### src/verilog/rv_decode_pkg.sv
package rv_decode_pkg;

// fetch queue geometry
localparam int fq_depth = 4;
localparam int fq_ptr_w = $clog2(fq_depth);
localparam int fq_cnt_w = $clog2(fq_depth + 1);

// major opcodes, bits [6:0] of the instruction word
typedef enum logic [6:0] {
    RV_OP        = 7'b0110011,
    RV_OP_32     = 7'b0111011,
    RV_OP_IMM    = 7'b0010011,
    RV_OP_IMM_32 = 7'b0011011,
    RV_BRANCH    = 7'b1100011,
    RV_LOAD      = 7'b0000011,
    RV_STORE     = 7'b0100011,
    RV_JAL       = 7'b1101111,
    RV_JALR      = 7'b1100111,
    RV_LUI       = 7'b0110111,
    RV_AUIPC     = 7'b0010111,
    RV_SYSTEM    = 7'b1110011
} t_rv_opcode;

typedef enum logic [2:0] {
    RV_FMT_R,
    RV_FMT_I,
    RV_FMT_S,
    RV_FMT_B,
    RV_FMT_U,
    RV_FMT_J,
    RV_FMT_X
} t_rv_fmt;

typedef enum logic [1:0] {
    OP_INVD,
    OP_REG,
    OP_IMM
} t_optype;

typedef enum logic {
    SZ_4B,
    SZ_8B
} t_opsize;

typedef enum logic [4:0] {
    UOP_ADD, UOP_SUB, UOP_SLL, UOP_SLT, UOP_SLTU,
    UOP_XOR, UOP_SRL, UOP_SRA, UOP_OR, UOP_AND,
    UOP_BEQ, UOP_BNE, UOP_BLT, UOP_BGE, UOP_BLTU, UOP_BGEU,
    UOP_ILLEGAL
} t_uop;

typedef struct packed {
    logic [4:0] opreg;
    t_optype    optype;
    t_opsize    opsize;
} t_operand;

typedef struct packed {
    logic [63:0] pc;
    logic [31:0] instr;
} t_instr_pkt;

typedef struct packed {
    logic        valid;
    logic [63:0] pc;
    t_rv_opcode  opcode;
    t_rv_fmt     ifmt;
    logic [2:0]  funct3;
    logic [6:0]  funct7;
    t_operand    dst;
    t_operand    src1;
    t_operand    src2;
    logic [63:0] imm64;
    t_uop        uop;
} t_uinstr;

function automatic logic [63:0] sext12(input logic [11:0] v);
    return {{52{v[11]}}, v};
endfunction

function automatic logic [63:0] sext13(input logic [12:0] v);
    return {{51{v[12]}}, v};
endfunction

function automatic t_rv_fmt get_instr_format(input t_rv_opcode opcode);
    t_rv_fmt fmt;
    case (opcode)
        RV_OP, RV_OP_32:                                   fmt = RV_FMT_R;
        RV_OP_IMM, RV_OP_IMM_32, RV_LOAD, RV_JALR, RV_SYSTEM: fmt = RV_FMT_I;
        RV_STORE:                                          fmt = RV_FMT_S;
        RV_BRANCH:                                         fmt = RV_FMT_B;
        RV_LUI, RV_AUIPC:                                  fmt = RV_FMT_U;
        RV_JAL:                                            fmt = RV_FMT_J;
        default:                                           fmt = RV_FMT_X;
    endcase
    return fmt;
endfunction

// shared by register and immediate ALU forms
function automatic t_uop rv_alu_uop(input logic [2:0] funct3, input logic f7b5);
    t_uop uop;
    case (funct3)
        3'b000:  uop = f7b5 ? UOP_SUB : UOP_ADD;
        3'b001:  uop = UOP_SLL;
        3'b010:  uop = UOP_SLT;
        3'b011:  uop = UOP_SLTU;
        3'b100:  uop = UOP_XOR;
        3'b101:  uop = f7b5 ? UOP_SRA : UOP_SRL;
        3'b110:  uop = UOP_OR;
        default: uop = UOP_AND;
    endcase
    return uop;
endfunction

function automatic t_uop rv_instr_to_uop(input logic [31:0] instr);
    t_rv_opcode opcode;
    logic [2:0] funct3;
    logic       f7b5;
    t_uop       uop;
    opcode = t_rv_opcode'(instr[6:0]);
    funct3 = instr[14:12];
    f7b5   = instr[30];
    case (opcode)
        RV_OP, RV_OP_32:         uop = rv_alu_uop(funct3, f7b5);
        // addi has no sub form, bit 30 is just immediate there
        RV_OP_IMM, RV_OP_IMM_32: uop = rv_alu_uop(funct3, f7b5 && (funct3 == 3'b101));
        RV_BRANCH: begin
            case (funct3)
                3'b000:  uop = UOP_BEQ;
                3'b001:  uop = UOP_BNE;
                3'b100:  uop = UOP_BLT;
                3'b101:  uop = UOP_BGE;
                3'b110:  uop = UOP_BLTU;
                3'b111:  uop = UOP_BGEU;
                default: uop = UOP_ILLEGAL;
            endcase
        end
        default: uop = UOP_ILLEGAL;
    endcase
    return uop;
endfunction

endpackage
### src/verilog/decode_frontend.sv
`timescale 1ns/1ps

module decode_frontend
    import rv_decode_pkg::*;
(
    input  logic       clk,
    input  logic       reset,

    // instruction source, four-phase handshake
    input  logic       req,
    input  t_instr_pkt pkt,
    output logic       ack,

    // pipeline control
    input  logic       stall,
    input  logic       br_mispred,

    output logic       valid_de1,
    output t_uinstr    uinstr_de1
);

logic       valid_fe1;
t_instr_pkt instr_fe1;

fetch_queue fq0 (
    .clk       (clk),
    .reset     (reset),
    .req       (req),
    .pkt       (pkt),
    .ack       (ack),
    .stall     (stall),
    // mispredict empties the queue
    .flush     (br_mispred),
    .valid_fe1 (valid_fe1),
    .instr_fe1 (instr_fe1)
);

decode de0 (
    .clk        (clk),
    .reset      (reset),
    .valid_fe1  (valid_fe1),
    .instr_fe1  (instr_fe1),
    .stall      (stall),
    .br_mispred (br_mispred),
    .valid_de1  (valid_de1),
    .uinstr_de1 (uinstr_de1)
);

endmodule

### src/verilog/decode.sv
`timescale 1ns/1ps

module decode
    import rv_decode_pkg::*;
(
    input  logic       clk,
    input  logic       reset,
    input  logic       valid_fe1,
    input  t_instr_pkt instr_fe1,
    input  logic       stall,
    input  logic       br_mispred,
    output logic       valid_de1,
    output t_uinstr    uinstr_de1
);

logic [31:0] instr;
t_rv_opcode  opcode_de0;
t_rv_fmt     ifmt_de0;
t_opsize     sz_de0;
logic        alu_imm_de0;
logic [4:0]  rd;
logic [4:0]  rs1;
logic [4:0]  rs2;
logic [2:0]  funct3;
logic [6:0]  funct7;
logic [11:0] imm_i;
logic [12:0] imm_b;
t_uinstr     uinstr_de0;

logic        valid_q;
t_uinstr     uinstr_q;

// raw instruction fields
always_comb instr  = instr_fe1.instr;
always_comb rd     = instr[11:7];
always_comb funct3 = instr[14:12];
always_comb rs1    = instr[19:15];
always_comb rs2    = instr[24:20];
always_comb funct7 = instr[31:25];
always_comb imm_i  = instr[31:20];
always_comb imm_b  = {instr[31], instr[7], instr[30:25], instr[11:8], 1'b0};

// DE0
always_comb opcode_de0  = t_rv_opcode'(instr[6:0]);
always_comb ifmt_de0    = get_instr_format(opcode_de0);
// W-suffix opcodes have bit 3 set
always_comb sz_de0      = opcode_de0[3] ? SZ_4B : SZ_8B;
always_comb alu_imm_de0 = (opcode_de0 == RV_OP_IMM) || (opcode_de0 == RV_OP_IMM_32);

always_comb begin
    uinstr_de0        = '0;
    uinstr_de0.valid  = valid_fe1;
    uinstr_de0.pc     = instr_fe1.pc;
    uinstr_de0.opcode = opcode_de0;
    uinstr_de0.ifmt   = ifmt_de0;
    uinstr_de0.uop    = rv_instr_to_uop(instr);

    case (ifmt_de0)
        RV_FMT_R: begin
            uinstr_de0.funct7 = funct7;
            uinstr_de0.funct3 = funct3;
            uinstr_de0.dst    = '{opreg: rd,  optype: OP_REG, opsize: sz_de0};
            uinstr_de0.src1   = '{opreg: rs1, optype: OP_REG, opsize: sz_de0};
            uinstr_de0.src2   = '{opreg: rs2, optype: OP_REG, opsize: sz_de0};
        end
        RV_FMT_I: begin
            // loads, jalr and system stay illegal
            if (alu_imm_de0) begin
                uinstr_de0.funct3 = funct3;
                uinstr_de0.dst    = '{opreg: rd,  optype: OP_REG, opsize: sz_de0};
                uinstr_de0.src1   = '{opreg: rs1, optype: OP_REG, opsize: sz_de0};
                uinstr_de0.src2   = '{opreg: '0,  optype: OP_IMM, opsize: sz_de0};
                uinstr_de0.imm64  = sext12(imm_i);
            end
        end
        RV_FMT_B: begin
            uinstr_de0.funct3 = funct3;
            uinstr_de0.src1   = '{opreg: rs1, optype: OP_REG, opsize: SZ_8B};
            uinstr_de0.src2   = '{opreg: rs2, optype: OP_REG, opsize: SZ_8B};
            uinstr_de0.imm64  = sext13(imm_b);
        end
        default: begin
            // S, U, J and unknown formats keep only the header fields
        end
    endcase
end

// DE1
always_ff @(posedge clk) begin
    if (reset || br_mispred) begin
        valid_q <= 1'b0;
    end else if (!stall) begin
        valid_q <= valid_fe1;
    end
end

always_ff @(posedge clk) begin
    if (!stall) begin
        uinstr_q <= uinstr_de0;
    end
end

// mispredict kills DE1 in the same cycle
always_comb valid_de1 = valid_q && !br_mispred;

always_comb begin
    uinstr_de1       = uinstr_q;
    uinstr_de1.valid = valid_de1;
end

a_hold_on_stall: assert property (
    @(posedge clk) disable iff (reset)
    (stall && valid_de1) |=> ($stable(uinstr_de1) || br_mispred)
) else $error("decode DE1 changed while stalled");

endmodule

### src/verilog/fetch_queue.sv
`timescale 1ns/1ps

module fetch_queue
    import rv_decode_pkg::*;
(
    input  logic       clk,
    input  logic       reset,
    input  logic       req,
    input  t_instr_pkt pkt,
    output logic       ack,
    input  logic       stall,
    input  logic       flush,
    output logic       valid_fe1,
    output t_instr_pkt instr_fe1
);

typedef enum logic {
    ACK_IDLE,
    ACK_HIGH
} t_ack_state;

t_ack_state          ack_state;
t_instr_pkt          entries [fq_depth];
logic [fq_ptr_w-1:0] rd_ptr;
logic [fq_ptr_w-1:0] wr_ptr;
logic [fq_cnt_w-1:0] count;
logic                full;
logic                store;
logic                push;
logic                pop;

function automatic logic [fq_ptr_w-1:0] ptr_inc(input logic [fq_ptr_w-1:0] ptr);
    return (ptr == fq_ptr_w'(fq_depth - 1)) ? '0 : ptr + 1'b1;
endfunction

always_comb full  = (count == fq_cnt_w'(fq_depth));
// store edge is the edge that raises ack
always_comb store = (ack_state == ACK_IDLE) && req && !full;
// handshake still completes on flush, packet is lost
always_comb push  = store && !flush;
always_comb pop   = valid_fe1 && !stall;

always_comb ack       = (ack_state == ACK_HIGH);
always_comb valid_fe1 = (count != '0);
always_comb instr_fe1 = entries[rd_ptr];

always_ff @(posedge clk) begin
    if (reset) begin
        ack_state <= ACK_IDLE;
    end else begin
        case (ack_state)
            ACK_IDLE: if (store) ack_state <= ACK_HIGH;
            ACK_HIGH: if (!req) ack_state <= ACK_IDLE;
            default:  ack_state <= ACK_IDLE;
        endcase
    end
end

always_ff @(posedge clk) begin
    if (reset || flush) begin
        rd_ptr <= '0;
        wr_ptr <= '0;
        count  <= '0;
    end else begin
        if (push) begin
            wr_ptr <= ptr_inc(wr_ptr);
        end
        if (pop) begin
            rd_ptr <= ptr_inc(rd_ptr);
        end
        count <= count + fq_cnt_w'(push) - fq_cnt_w'(pop);
    end
end

always_ff @(posedge clk) begin
    if (push) begin
        entries[wr_ptr] <= pkt;
    end
end

// a store into a full queue would push the count past the depth
a_no_store_full: assert property (
    @(posedge clk) disable iff (reset)
    count <= fq_cnt_w'(fq_depth)
) else $error("fetch_queue stored into a full queue");

a_ack_needs_req: assert property (
    @(posedge clk) disable iff (reset)
    ack |-> $past(req)
) else $error("fetch_queue ack high without prior req");

endmodule

### config.mk
export PLATFORM = sky130hd
export DESIGN_NAME = decode_frontend
export DESIGN_NICKNAME = d
export VERILOG_FILES = /design/src/verilog/rv_decode_pkg.sv /design/src/verilog/decode_frontend.sv /design/src/verilog/decode.sv /design/src/verilog/fetch_queue.sv
export SDC_FILE = /design/constraint.sdc
export NUM_CORES = 1
export LEC_CHECK = 0
export ABC_AREA = 1
export BUFFER_PORTS_ARGS = -buffer_cell sky130_fd_sc_hd__buf_2
export CELL_PAD_IN_SITES_DETAIL_PLACEMENT = 1
export CELL_PAD_IN_SITES_GLOBAL_PLACEMENT = 2
export CORE_ASPECT_RATIO = 0.6
export CORE_UTILIZATION = 25
export DETAILED_ROUTE_END_ITERATION = 12
export PLACE_DENSITY_LB_ADDON = 0.1
export REMOVE_ABC_BUFFERS = 1
export SLEW_MARGIN = 10
export SYNTH_ARGS = -nofsm -noshare
export SYNTH_HDL_FRONTEND = slang
export SYNTH_SLANG_ARGS = --single-unit
### constraint.sdc
create_clock -name clk -period 10.3 [get_ports clk]
set_clock_uncertainty 0.2 [all_clocks]
set_input_delay 2.06 -clock clk [delete_from_list [all_inputs] [get_ports clk]]
set_output_delay 2.06 -clock clk [all_outputs]
set_load 0.005 [all_outputs]
==> results.rst <==
.. list-table::
   :header-rows: 1

   * - Metric
     - Value
   * - Hold Vio Cnt, Final
     - 0
   * - Synthesized cell area
     - ~20000 µm²
   * - Power density normalized to cell area
     - between 150 and 200 nW/µm²
   * - Busiest grt layer
     - met2
   * - Die Footprint
     - about 80000 µm²
   * - Maximum capacitance violations
     - 0
   * - Total congestion overflow after global routing
     - 0
   * - Max-slew headroom
     - 0.306
   * - Core Footprint
     - roughly 80000 µm²
   * - Setup TNS
     - 0 ns
   * - # nets final
     - between 1500 and 2000
   * - Wire length of the first global-routing pass
     - between 70 and 80 mm
   * - Die span in y
     - 220 µm
   * - Hold Worst Slack
     - ~0.28 ns
   * - Worst stage delay on the critical path
     - about 0.13 ns
   * - Met2 Resource Use GR
     - 0.213
   * - Number of buffers added by the clock tree synthesis step
     - 53
   * - Flip-flop cell with the highest count after synthesis
     - sky130_fd_sc_hd__edfxtp_1
   * - Fraction of synthesized cell area taken by the top area cell type
     - 0.772
   * - Area of the multi-input gates
     - approximately 3400 µm²
   * - Post CTS Setup Buffer Count
     - 0
   * - DR DRC count
     - 0
   * - Leakage
     - 8.48 nW
   * - Antenna Violating Nets Remaining
     - 0
   * - Category of the worst setup path launch point
     - input pin
   * - Data required time at the worst endpoint
     - approximately 8 ns
   * - Series of cell instances along the critical path
     - buf_2 > nor2_1 > buf_2
   * - Post-detailed-placement half-perimeter wirelength
     - roughly 31 mm
   * - Number of fill cells in the layout
     - 8322
   * - Setup violation total in the final timing report
     - 0
   * - Arrival time worst endpoint
     - roughly 2.4 ns
   * - Via count normalized by instance count
     - 4.23
   * - Violation count after the first detailed-routing iteration
     - roughly 510
   * - Count of warnings emitted by yosys
     - 0
   * - Starting density of the core
     - 0.253
   * - Number of global-route vias before repair
     - 11757
   * - Die X
     - roughly 360 µm
   * - Avg Cell Area, Syn
     - ~15 µm²
   * - Top area cells in the synthesized netlist
     - sky130_fd_sc_hd__edfxtp_1 (77%), sky130_fd_sc_hd__o21ai_0 (3.4%), sky130_fd_sc_hd__nor2_1 (3.3%)
   * - RSZ-0062 raised after global routing
     - no
   * - Wire length per cell
     - roughly 20 µm
   * - Top cell type by total area after synthesis
     - sky130_fd_sc_hd__edfxtp_1
   * - Post-detailed-routing wire length
     - approximately 53 mm
   * - Register area
     - between 15000 and 20000 µm²
   * - CTS tree
     - built
   * - Slowest CP cell
     - sky130_fd_sc_hd__nor2_1
   * - Antenna violations before repair
     - 7
   * - Synth cell types
     - 37
   * - Number of standard cells after synthesis
     - 1355
   * - Crit share post-route
     - 0.455
   * - EDFF count, synth
     - 507
   * - Min Tclk post-route
     - about 4.7 ns
   * - Most repeated library cell on the critical path
     - sky130_fd_sc_hd__buf_2
   * - Detailed-route via count
     - 11332
   * - Async set or reset register ratio after synthesis
     - 0
   * - Combined global-route utilization of all metal layers
     - 0.132
   * - CP Max Fanout
     - 2
   * - Clock sink count
     - between 500 and 600
   * - Fraction of the yosys area taken by sequential cells
     - 0.783
   * - Count of pins on the block boundary
     - roughly 280
   * - Most frequent cells after synthesis
     - sky130_fd_sc_hd__edfxtp_1 (507), sky130_fd_sc_hd__nor2_1 (174), sky130_fd_sc_hd__nand2_1 (169)
   * - Outcome
     - finished, final reports clean
   * - Source-to-sink clock delay at the later pin of the worst-skew pair
     - approximately 0.62 ns
   * - Setup slack of the most critical reg-to-reg path
     - 6.38 ns
   * - Class of the most critical hold timing path
     - reg2reg
   * - Hold-fix buffer count after cts
     - 0
   * - Area growth from synthesis to layout
     - 18.7%
   * - # H-tree levels
     - 2
   * - Final Wtd Congestion
     - approximately 0.71
   * - Pin count of the biggest net entering global routing
     - 78
   * - Most frequent cell after synthesis
     - sky130_fd_sc_hd__edfxtp_1
   * - Met1 Usage GRT
     - 0.182
   * - Max Clk Rate
     - 213 MHz
   * - Count of standard-cell rows
     - just under 80
   * - Slew at the pin closest to its max-slew limit
     - approximately 1.0 ns
   * - Fraction of final layout cells with drive strength greater than 1
     - 0.252
   * - Critical path type
     - in2out
   * - CTS resizes
     - 0
   * - Count of input and output buffers
     - 278
   * - Pre-antenna DRT Iters
     - 4
   * - Met3 layer usage reported by global route
     - 0.0253
   * - Crit end category
     - output pin
   * - Peak ir drop on the vdd network
     - approximately 120 µV
   * - Clock edge transition at the registers on the reported setup and hold paths
     - 0.06 ns
   * - Number of synthesized register bits
     - between 500 and 600
   * - Max-slew violation count
     - 0
   * - Root buffer selected by CTS
     - sky130_fd_sc_hd__clkbuf_16
   * - Clock buffer depth
     - 3
[power by group]
part	switching, mW	internal, mW
combinational	0.135	0.0643
clock	0.829	1.01
sequential	0.0171	2.37
[kinds of logic (layout without fill, tap and decap cells)]
logic type	count (synthesis)	count (layout)	share of synthesized area
compound gates	266	266	0.0790
xor+xnor	1	1	0.000444
fa+ha+maj	8	8	0.00546
buf+inv	164	428	0.0482
flops	518	518	0.783
other cells	1	5	0.000190
simple gates	397	397	0.0833
[state kept, by name (all words and copies together), names as in the netlist, named ones only]
register,flops
fq0.wr_ptr,2
de0.uinstr_de1,123
fq0.count,3
fq0.entries,384
fq0.rd_ptr,2
de0.valid_q,1
fq0.ack,1
[final timing paths]
kind                                        to  cells after the start                       start
setup / recovery               uinstr_de1[177]                      3                  br_mispred
hold / removal                            flop                      2  fq0.rd_ptr[1]$_SDFFE_PP0P_
setup reg to reg  de0.uinstr_de1[14]$_DFFE_PN_                     12                        flop
hold reg to reg                           flop                      2  fq0.rd_ptr[1]$_SDFFE_PP0P_
[layout make-up]
class,count,area share
clock inverter,29,0.00909
tap,1053,0.0563
inverter,41,0.00711
timing repair buffer,294,0.0646
clock buffer,64,0.0593
multi-input combinational,674,0.143
antenna,3,0.000321
sequential,518,0.660
[through the flow]
step	instances	cell area (µm²)	power, mW	setup WS (ns)	util
global route	2674	23400	4.61	5.59	0.301
CTS	2673	23400	4.52	5.61	0.301
floorplan	1233	18900	2.52	3.10	-
detailed placement	2580	21800	2.64	5.36	0.280
global placement	2580	21800	2.64	5.36	0.280
finish	2676	23400	4.42	5.61	0.301
[per-layer routing]
| metal | vias up | share of wire |
|---|---|---|
| met5 | - | 0.00024 |
| met4 | 2 | 0.020 |
| met3 | 73 | 0.039 |
| met2 | 181 | 0.47 |
| met1 | 5738 | 0.48 |
| li1 | 5338 | - |
[worst max-delay path: cells and delay by family]
family / cells / cell delay (ns)
buf+inv: 2 / 0.23
simple gates: 1 / 0.13
[layout by cell type, fill, tap and decap left out, drive strengths merged, types with 7 or more instances in the layout]
master and count:
dfxtp 11, inv 42, o22ai 71, nor2 183, ha 7, edfxtp 507, a32o 19, nand3 26
o21ai 138, nand2 185, clkinv 25, clkbuf 64, buf 294, a21oi 33
No activity file was read; power rests on OpenSTA's default activity.
